--- src/design/reduce_config.svh ---
`ifndef REDUCE_CONFIG_SVH
`define REDUCE_CONFIG_SVH

// number of reductions that can be open at the same time
// the stimulus never opens more indices than this, or the input stalls for good
`define RED_TABLE_SIZE 2

// width of a table slot number, shared by the table, the combiner and the top
`define RED_SLOT_BITS $clog2(`RED_TABLE_SIZE)

// cycles from aluValid to resValid in the combiner
`define RED_ALU_LATENCY 4

// packets the output queue can hold before emitReady drops
`define RED_OUT_DEPTH 2

`endif

--- src/design/netPkg.sv ---
package netPkg;

  // node and rank numbers, eight nodes at most
  typedef logic [2:0] nodeIdT;

  // reduction index carried by every contribution
  typedef logic [3:0] indexT;

  // 64-bit network packet, msb first
  typedef struct packed {
    logic        valid;
    // set for a contribution to a reduction, clear for pass-through
    logic        reduction;
    nodeIdT      src;
    nodeIdT      dst;
    // carried untouched by this node
    logic [3:0]  pktType;
    logic [1:0]  algType;
    indexT       index;
    // number of children, so commsize+1 contributions per index
    logic [2:0]  commsize;
    nodeIdT      root;
    nodeIdT      rank;
    // raw op code, decoded by the combiner
    logic [4:0]  op;
    logic [31:0] payload;
  } packetT;

endpackage

--- src/design/reducePkg.sv ---
package reducePkg;

  // reduction operations
  // codes outside this set combine as opSum
  typedef enum logic [4:0] {
    opSum     = 5'd0,
    opSumPair = 5'd1,
    opMax     = 5'd2,
    opMin     = 5'd3
  } opT;

  // one payload word read two ways
  // the op decides which view the combiner works on
  typedef union packed {
    // whole-word view for opSum, opMax and opMin
    logic signed [31:0] word;
    // lane view for opSumPair, lane 0 is the low half
    logic [1:0][15:0]   lane;
  } payloadT;

  // 67-bit word handed from decode to the table
  typedef struct packed {
    // contributions still to combine, 0 for pass-through and leaves
    logic [2:0]     children;
    netPkg::packetT pkt;
  } entryT;

endpackage

--- src/design/packetIngress.sv ---
`timescale 1ns/1ps

module packetIngress (
  input  logic           clk,
  input  logic           rst,
  input  netPkg::packetT inPacket,
  input  logic           inReq,
  output logic           inAck,
  output netPkg::packetT pkt,
  output logic           pktValid,
  input  logic           pktReady
);

  // registered copy of the request line
  logic reqQ;

  // pktValid and inAck together form the receive state
  // both low is idle, pktValid is holding, inAck is waiting for req to drop
  always_ff @(posedge clk)
  begin
    if (rst)
    begin
      reqQ     <= 1'b0;
      pktValid <= 1'b0;
      inAck    <= 1'b0;
    end
    else
    begin
      reqQ <= inReq;
      if (pktValid)
      begin
        // ack only once decode has taken the packet
        if (pktReady)
        begin
          pktValid <= 1'b0;
          inAck    <= 1'b1;
        end
      end
      else if (inAck)
      begin
        // sender has dropped req, finish the handshake
        if (!reqQ)
          inAck <= 1'b0;
      end
      else if (reqQ)
        pktValid <= 1'b1;
    end
  end

  // sender holds inPacket while req is high, so the late sample is safe
  always_ff @(posedge clk)
  begin
    if (!pktValid && !inAck && reqQ)
      pkt <= inPacket;
  end

endmodule

--- src/design/reduceInstr.sv ---
`timescale 1ns/1ps

module reduceInstr (
  input  logic             clk,
  input  logic             rst,
  input  netPkg::packetT   pkt,
  input  logic             pktValid,
  output logic             pktReady,
  output reducePkg::entryT entry,
  output logic             entryValid,
  input  logic             entryReady
);

  reducePkg::entryT nextEntry;

  // build the table word from the incoming packet
  always_comb
  begin
    nextEntry.pkt      = pkt;
    nextEntry.children = 3'd0;
    if (pkt.reduction)
    begin
      // the result heads for the root of the reduction
      nextEntry.pkt.dst  = pkt.root;
      nextEntry.children = pkt.commsize;
    end
  end

  // single register stage, refilled as soon as the table takes it
  assign pktReady = !entryValid || entryReady;

  always_ff @(posedge clk)
  begin
    if (rst)
      entryValid <= 1'b0;
    else if (pktReady)
      entryValid <= pktValid;
  end

  always_ff @(posedge clk)
  begin
    if (pktValid && pktReady)
      entry <= nextEntry;
  end

endmodule

--- src/design/reduceTable.sv ---
`timescale 1ns/1ps
`include "reduce_config.svh"

module reduceTable (
  input  logic                       clk,
  input  logic                       rst,
  input  reducePkg::entryT           entry,
  input  logic                       entryValid,
  output logic                       entryReady,
  output logic                       aluValid,
  output reducePkg::opT              aluOp,
  output reducePkg::payloadT         aluA,
  output reducePkg::payloadT         aluB,
  output logic [`RED_SLOT_BITS-1:0]  aluSlot,
  input  logic                       resValid,
  input  logic [`RED_SLOT_BITS-1:0]  resSlot,
  input  reducePkg::payloadT         resPayload,
  output netPkg::packetT             emitPacket,
  output logic                       emitValid,
  input  logic                       emitReady
);

  localparam int N     = `RED_TABLE_SIZE;
  localparam int SlotW = `RED_SLOT_BITS;

  // open reductions, holding the first contribution and the running payload
  reducePkg::entryT store [N];
  // busy marks an open entry, inFlight a combine in the ALU
  // done marks a finished result waiting for the emit register
  logic [N-1:0]     busy;
  logic [N-1:0]     inFlight;
  logic [N-1:0]     done;

  logic [N-1:0]     hit;
  logic             anyHit;
  logic             anyFree;
  logic             anyDone;
  logic [SlotW-1:0] hitSlot;
  logic [SlotW-1:0] freeSlot;
  logic [SlotW-1:0] doneSlot;
  logic             emitFree;
  logic             retire;
  logic             toEmit;
  logic             toAlu;
  logic             toAlloc;
  logic             takeEntry;

  always_comb
  begin
    hit      = '0;
    hitSlot  = '0;
    freeSlot = '0;
    doneSlot = '0;
    anyFree  = 1'b0;
    anyDone  = 1'b0;
    // walk down so the lowest slot wins
    for (int i = N - 1; i >= 0; i--)
    begin
      if (busy[i] && store[i].pkt.index == entry.pkt.index)
      begin
        hit[i]  = 1'b1;
        hitSlot = SlotW'(i);
      end
      if (!busy[i])
      begin
        anyFree  = 1'b1;
        freeSlot = SlotW'(i);
      end
      if (done[i])
      begin
        anyDone  = 1'b1;
        doneSlot = SlotW'(i);
      end
    end
    anyHit   = |hit;
    emitFree = !emitValid || emitReady;
    // a finished result always gets the emit register first
    retire   = anyDone && emitFree;
    // pass-through and leaf packets go straight out
    toEmit   = !entry.pkt.reduction || (!anyHit && entry.children == 3'd0);
    toAlu    = entry.pkt.reduction && anyHit;
    toAlloc  = entry.pkt.reduction && !anyHit && entry.children != 3'd0;
    // same index waits while its combine is in flight or its result is unsent
    entryReady = (toEmit && emitFree && !anyDone)
               || (toAlu && !inFlight[hitSlot] && !done[hitSlot])
               || (toAlloc && anyFree);
    takeEntry  = entryValid && entryReady;
  end

  always_ff @(posedge clk)
  begin
    if (rst)
    begin
      busy      <= '0;
      inFlight  <= '0;
      done      <= '0;
      aluValid  <= 1'b0;
      emitValid <= 1'b0;
    end
    else
    begin
      aluValid <= takeEntry && toAlu;
      if (emitFree)
        emitValid <= retire || (takeEntry && toEmit);
      if (resValid)
      begin
        inFlight[resSlot] <= 1'b0;
        // last combine back, the result is complete
        if (store[resSlot].children == 3'd0)
          done[resSlot] <= 1'b1;
      end
      if (retire)
      begin
        busy[doneSlot] <= 1'b0;
        done[doneSlot] <= 1'b0;
      end
      if (takeEntry && toAlu)
        inFlight[hitSlot] <= 1'b1;
      if (takeEntry && toAlloc)
        busy[freeSlot] <= 1'b1;
    end
  end

  always_ff @(posedge clk)
  begin
    if (resValid)
      store[resSlot].pkt.payload <= resPayload;
    if (takeEntry && toAlloc)
      store[freeSlot] <= entry;
    if (takeEntry && toAlu)
    begin
      store[hitSlot].children <= store[hitSlot].children - 3'd1;
      // stored op comes from the first contribution
      aluOp   <= reducePkg::opT'(store[hitSlot].pkt.op);
      aluA    <= reducePkg::payloadT'(store[hitSlot].pkt.payload);
      aluB    <= reducePkg::payloadT'(entry.pkt.payload);
      aluSlot <= hitSlot;
    end
    if (retire)
      emitPacket <= store[doneSlot].pkt;
    else if (takeEntry && toEmit)
      emitPacket <= entry.pkt;
  end

endmodule

--- src/design/reduceAlu.sv ---
`timescale 1ns/1ps
`include "reduce_config.svh"

module reduceAlu (
  input  logic                      clk,
  input  logic                      rst,
  input  logic                      aluValid,
  input  reducePkg::opT             aluOp,
  input  reducePkg::payloadT        aluA,
  input  reducePkg::payloadT        aluB,
  input  logic [`RED_SLOT_BITS-1:0] aluSlot,
  output logic                      resValid,
  output logic [`RED_SLOT_BITS-1:0] resSlot,
  output reducePkg::payloadT        resPayload
);

  localparam int Lat = `RED_ALU_LATENCY;

  reducePkg::payloadT        result;
  reducePkg::payloadT        pipeData [Lat];
  logic [`RED_SLOT_BITS-1:0] pipeSlot [Lat];
  logic [Lat-1:0]            pipeValid;

  always_comb
  begin
    result = aluA;
    case (aluOp)
      reducePkg::opSumPair:
      begin
        // lanes wrap on their own, no carry across
        result.lane[0] = aluA.lane[0] + aluB.lane[0];
        result.lane[1] = aluA.lane[1] + aluB.lane[1];
      end
      // signed compares on the word view
      reducePkg::opMax:
        result.word = (aluA.word > aluB.word) ? aluA.word : aluB.word;
      reducePkg::opMin:
        result.word = (aluA.word < aluB.word) ? aluA.word : aluB.word;
      default:
        result.word = aluA.word + aluB.word;
    endcase
  end

  // valid bits track which stages hold a live combine
  always_ff @(posedge clk)
  begin
    if (rst)
      pipeValid <= '0;
    else
    begin
      pipeValid[0] <= aluValid;
      for (int s = 1; s < Lat; s++)
        pipeValid[s] <= pipeValid[s-1];
    end
  end

  always_ff @(posedge clk)
  begin
    pipeData[0] <= result;
    pipeSlot[0] <= aluSlot;
    for (int s = 1; s < Lat; s++)
    begin
      pipeData[s] <= pipeData[s-1];
      pipeSlot[s] <= pipeSlot[s-1];
    end
  end

  assign resValid   = pipeValid[Lat-1];
  assign resSlot    = pipeSlot[Lat-1];
  assign resPayload = pipeData[Lat-1];

endmodule

--- src/design/packetEgress.sv ---
`timescale 1ns/1ps
`include "reduce_config.svh"

module packetEgress (
  input  logic           clk,
  input  logic           rst,
  input  netPkg::packetT emitPacket,
  input  logic           emitValid,
  output logic           emitReady,
  output netPkg::packetT outPacket,
  output logic           outReq,
  input  logic           outAck
);

  localparam int Depth = `RED_OUT_DEPTH;
  localparam int PtrW  = (Depth > 1) ? $clog2(Depth) : 1;
  localparam int CntW  = $clog2(Depth + 1);

  netPkg::packetT mem [Depth];
  logic [PtrW-1:0] wrPtr;
  logic [PtrW-1:0] rdPtr;
  logic [CntW-1:0] count;
  // ack seen high, waiting for it to fall before the pop
  logic            ackSeen;
  logic            push;
  logic            pop;

  assign emitReady = count != CntW'(Depth);
  assign push      = emitValid && emitReady;
  assign pop       = ackSeen && !outAck;
  // head stays put until the pop, so the packet is stable under req
  assign outPacket = mem[rdPtr];

  always_ff @(posedge clk)
  begin
    if (rst)
    begin
      wrPtr   <= '0;
      rdPtr   <= '0;
      count   <= '0;
      outReq  <= 1'b0;
      ackSeen <= 1'b0;
    end
    else
    begin
      if (push)
        wrPtr <= (wrPtr == PtrW'(Depth - 1)) ? '0 : wrPtr + 1'b1;
      if (pop)
        rdPtr <= (rdPtr == PtrW'(Depth - 1)) ? '0 : rdPtr + 1'b1;
      if (push && !pop)
        count <= count + 1'b1;
      else if (pop && !push)
        count <= count - 1'b1;
      // four-phase send
      if (outReq)
      begin
        if (outAck)
        begin
          outReq  <= 1'b0;
          ackSeen <= 1'b1;
        end
      end
      else if (ackSeen)
      begin
        if (!outAck)
          ackSeen <= 1'b0;
      end
      else if (count != '0)
        outReq <= 1'b1;
    end
  end

  always_ff @(posedge clk)
  begin
    if (push)
      mem[wrPtr] <= emitPacket;
  end

endmodule

--- src/design/reduceNode.sv ---
`timescale 1ns/1ps
`include "reduce_config.svh"

module reduceNode (
  input  logic           clk,
  input  logic           rst,
  input  netPkg::packetT inPacket,
  input  logic           inReq,
  output logic           inAck,
  output netPkg::packetT outPacket,
  output logic           outReq,
  input  logic           outAck
);

  // ingress to decode
  netPkg::packetT            pkt;
  logic                      pktValid;
  logic                      pktReady;
  // decode to table
  reducePkg::entryT          entry;
  logic                      entryValid;
  logic                      entryReady;
  // table to combiner and back
  logic                      aluValid;
  reducePkg::opT             aluOp;
  reducePkg::payloadT        aluA;
  reducePkg::payloadT        aluB;
  logic [`RED_SLOT_BITS-1:0] aluSlot;
  logic                      resValid;
  logic [`RED_SLOT_BITS-1:0] resSlot;
  reducePkg::payloadT        resPayload;
  // table to egress
  netPkg::packetT            emitPacket;
  logic                      emitValid;
  logic                      emitReady;

  packetIngress ingress (
    .clk(clk), .rst(rst), .inPacket(inPacket), .inReq(inReq), .inAck(inAck),
    .pkt(pkt), .pktValid(pktValid), .pktReady(pktReady)
  );

  reduceInstr decode (
    .clk(clk), .rst(rst), .pkt(pkt), .pktValid(pktValid), .pktReady(pktReady),
    .entry(entry), .entryValid(entryValid), .entryReady(entryReady)
  );

  reduceTable table0 (
    .clk(clk), .rst(rst), .entry(entry), .entryValid(entryValid),
    .entryReady(entryReady), .aluValid(aluValid), .aluOp(aluOp), .aluA(aluA),
    .aluB(aluB), .aluSlot(aluSlot), .resValid(resValid), .resSlot(resSlot),
    .resPayload(resPayload), .emitPacket(emitPacket), .emitValid(emitValid),
    .emitReady(emitReady)
  );

  reduceAlu alu (
    .clk(clk), .rst(rst), .aluValid(aluValid), .aluOp(aluOp), .aluA(aluA),
    .aluB(aluB), .aluSlot(aluSlot), .resValid(resValid), .resSlot(resSlot),
    .resPayload(resPayload)
  );

  packetEgress egress (
    .clk(clk), .rst(rst), .emitPacket(emitPacket), .emitValid(emitValid),
    .emitReady(emitReady), .outPacket(outPacket), .outReq(outReq), .outAck(outAck)
  );

endmodule

--- config.mk ---
export PLATFORM = sky130hd
export DESIGN_NAME = reduceNode
export DESIGN_NICKNAME = d
export VERILOG_FILES = /design/src/design/netPkg.sv /design/src/design/reducePkg.sv /design/src/design/packetIngress.sv /design/src/design/reduceInstr.sv /design/src/design/reduceTable.sv /design/src/design/reduceAlu.sv /design/src/design/packetEgress.sv /design/src/design/reduceNode.sv
export VERILOG_INCLUDE_DIRS = /design/src /design/src/design
export SDC_FILE = /design/constraint.sdc
export NUM_CORES = 1
export LEC_CHECK = 0
export BUFFER_PORTS_ARGS = -buffer_cell sky130_fd_sc_hd__buf_2
export CELL_PAD_IN_SITES_DETAIL_PLACEMENT = 1
export CELL_PAD_IN_SITES_GLOBAL_PLACEMENT = 1
export CORE_UTILIZATION = 52
export DETAILED_ROUTE_END_ITERATION = 8
export PLACE_DENSITY_LB_ADDON = 0.1
export REMOVE_ABC_BUFFERS = 1
export SLEW_MARGIN = 20
export SYNTH_ARGS = -nofsm -noshare
export SYNTH_HDL_FRONTEND = slang
export SYNTH_HIERARCHICAL = 1
export SYNTH_SLANG_ARGS = --single-unit
--- constraint.sdc ---
create_clock -name clk -period 5.8 [get_ports clk]
set_input_delay 0.58 -clock clk [delete_from_list [all_inputs] [get_ports clk]]
set_output_delay 0.58 -clock clk [all_outputs]
set_load 0.005 [all_outputs]
==> metrics <==
run status=finished, final reports clean; slowest stage delay, CP=roughly 680 ps; Global Route Usage Sum=0.247; Synth Instances=~1700; area leader, netlist=edfxtp_1; Initial Utilization=0.530; via count=roughly 15000; Worst R2R Start=table0/aluA[22]; slew of the pin with the lowest slew margin=approximately 1100 ps; Logic pwr share=0.011; Worst R2R End=alu/pipeData[0][18]; post-route minimum period=between 3000 and 4000 ps; Pwr Total=a little over 10 mW; max-slew violation count=0; die area=52300 µm²; Ys Warns=6; first-pass GRT wire length=97.6 mm; Cell Chain, Critical Path=ha_1 -> nand3_1 -> or4_1 -> nor2_1 -> o31a_1 -> o31ai_4 -> mux2i_2 -> buf_4 -> a211oi_1 -> a22oi_1; Post-synth EDFFs=between 500 and 600; CTS sink count=between 600 and 700; buffers and inverters on the worst path=1; Root Buffer=clkbuf_16; Worst Setup SP=table0/aluA[22]; headroom to the max-slew limit=0.264; Final setup violation count=0; net switching fraction of the power=0.196; R2R depth=10; Post-synth top cells=527 x edfxtp_1, 155 x dfxtp_1, 139 x mux2_2; GR Util met3=0.0427; unique cell type count in the Yosys netlist=between 70 and 80; clock power share=0.463; RSZ-0062 raised after global routing=no; Setup crit end kind=register; PortBufs=133; Max VDD drop=a little under 300 µV; Antenna Nets Post-Route=0; Main synth FF type=edfxtp_1; TritonCTS Buffers=just over 70; clock-pin slew of the registers on the worst-case setup and hold paths=70 ps; IO Count=between 100 and 150; post_cts resized=0; final core utilization=0.604; via/cell ratio=about 5.8; Pwr Density=331 nW/µm²; count leader, synth=edfxtp_1; CP arrival=roughly 4500 ps; worst clock skew=22.3 ps; HP Class=input port to register; Area contributors post-synth=edfxtp_1 59%, dfxtp_1 12%, mux2_2 5.9%; critical path depth in cells=10; Final period util=0.688; clock buffer depth=3; delay-heaviest family, CP=simple AND/OR/NAND/NOR gates; DR pass1 iterations=8; CP Launch Type=register; # rows=82; setup TNS=0 ps; area grow syn2layout=14.1%; final hold viol count=0; data required time of the worst path=approximately 6300 ps; Max FO, Critical Path=21; Pint=~8.1 mW; sequential area share after synthesis=0.708; flops & latches, synth=approximately 680; met2 Track Usage GR=0.433; pin count of the biggest net entering global routing=66; clk_lat worst skew=between 600 and 700 ps; final-layout fill cell count=4651; GRT Max-Usage Layer=met2; Seq pwr share=0.526; Sw Pwr=about 2.0 mW; WL/cell=24.5 µm; initial DRC count=roughly 1200; gr ovfl total=0; fin nets=~2000; initial antenna violation count=0; Leakage=roughly 11 nW; Post-CTS Hold Buffers=0; die height=approximately 230 µm; total of max-cap violations=0; Post-Route WL=63.6 mm; Syn Std Cell Area=approximately 27000 µm²; Avg Inst Size Synth=15.6 µm²; kind of critical path=register to register; H-tree Lvls=3; Antenna Cells=0; M1 GR Usage=0.320; FMAX=251 MHz; Core ar.=between 50000 and 60000 µm²; Yosys top cell area share=0.592; Post-DP HPWL=between 30 and 40 mm; r2r setup slk=between 1500 and 2000 ps; Critical Path End=alu/pipeData[0][18]; GP Congestion=slightly above 0.9; CP max stage cell=mux2i_2; vias in the first global route=around 17000; CTS tree=built; ratio of cells with drive above 1 in the final layout=0.242; drt drc=0; ys async rst share=0; Die X=229 µm; Post-CTS Setup Repair Bufs=0
-- stage by stage --
| step | instance area, µm² | setup WS, ps | instances | hold slack, ps |
|---|---|---|---|---|
| floorplan | 26300 | -3200 | 1642 | 310 |
| global placement | 28100 | 1960 | 2468 | 310 |
| detailed placement | 28100 | 1850 | 2468 | 313 |
| CTS | 30500 | 1830 | 2597 | 107 |
| global route | 30500 | 1590 | 2599 | 114 |
| finish | 30500 | 1810 | 2599 | 144 |
-- layer usage --
layer  vias up  wire [µm]
met5         -          0
met4         0       1100
met3        83       2940
met2       384      32500
met1      7819      27000
li1       6824          -
-- cell type report --
type,count,area [µm²],share of cell area
Sequential cell,682,18900,0.621
Multi-Input combinational cell,833,6970,0.228
Timing Repair Buffer,156,883,0.0290
Clock inverter,40,470,0.0154
Clock buffer,89,1940,0.0635
Tap cell,672,841,0.0276
Inverter,127,477,0.0156
-- kinds of logic (layout without fill, tap and decap cells) --
kind of cell / after synthesis / count (layout) / synth area share
XOR/XNOR: 44 / 44 / 0.0144
AND/OR/NAND/NOR: 263 / 263 / 0.0528
adder cells (fa/ha/maj): 67 / 67 / 0.0319
buffers and inverters: 201 / 412 / 0.0337
flip-flops: 682 / 682 / 0.708
multiplexers: 177 / 177 / 0.0778
AO/OA/AOI/OAI: 282 / 282 / 0.0816
-- cell usage in the layout (no fill, tap or decap), types with 12 or more instances in the layout --
cell / n
edfxtp_1: 527
dfxtp_1: 154
mux2_2: 139
buf_2: 133
inv_1: 124
clkbuf_16: 74
a222oi_1: 65
ha_1: 65
a21oi_1: 60
nor2_1: 51
nand2_1: 45
and2_1: 43
xnor2_1: 32
mux2_4: 26
o21ai_0: 24
nand3_1: 23
nor2b_1: 21
buf_4: 20
nor3_1: 15
clkinv_2: 14
a221o_1: 13
nor4_1: 12
o21ai_1: 12
xor2_1: 12
clkbuf_1: 12
-- sequential cells by signal (all words and copies together), names as in the netlist, 2 cells and up, named ones only --
name               count
table0/emitPacket     64
alu/pipeData         128
egress/mem           128
ingress/pkt           64
decode/entry          67
egress/count           2
alu/pipeValid          4
table0/aluA           32
alu/pipeSlot           4
table0/inFlight        2
table0/aluOp           5
table0/aluB           32
table0/store         134
table0/busy            2
table0/done            2
-- worst min-delay path by stage --
stage / from / endpoint / cells after the start
floorplan: alu/pipeData[0][0] / alu/pipeData[1][0] / 0
global placement: alu/pipeData[2][10] / alu/pipeData[3][10] / 0
detailed placement: alu/pipeData[0][29] / alu/pipeData[1][29] / 0
CTS: inPacket[54] / ingress/pkt[54] / 1
global route: inPacket[20] / ingress/pkt[20] / 1
finish: inPacket[54] / ingress/pkt[54] / 1
-- power groups by stage --
stage | Sequential (mW) | Clock [mW] | Combinational (mW)
after global routing | 5.31 | 4.94 | 0.126
after floorplan | 5.40 | 0 | 0.0557
final | 5.30 | 4.67 | 0.116
after CTS | 5.31 | 4.77 | 0.118
after detailed placement | 5.41 | 0 | 0.116
after global placement | 5.41 | 0 | 0.111
No activity file was read; power rests on OpenSTA's default activity.
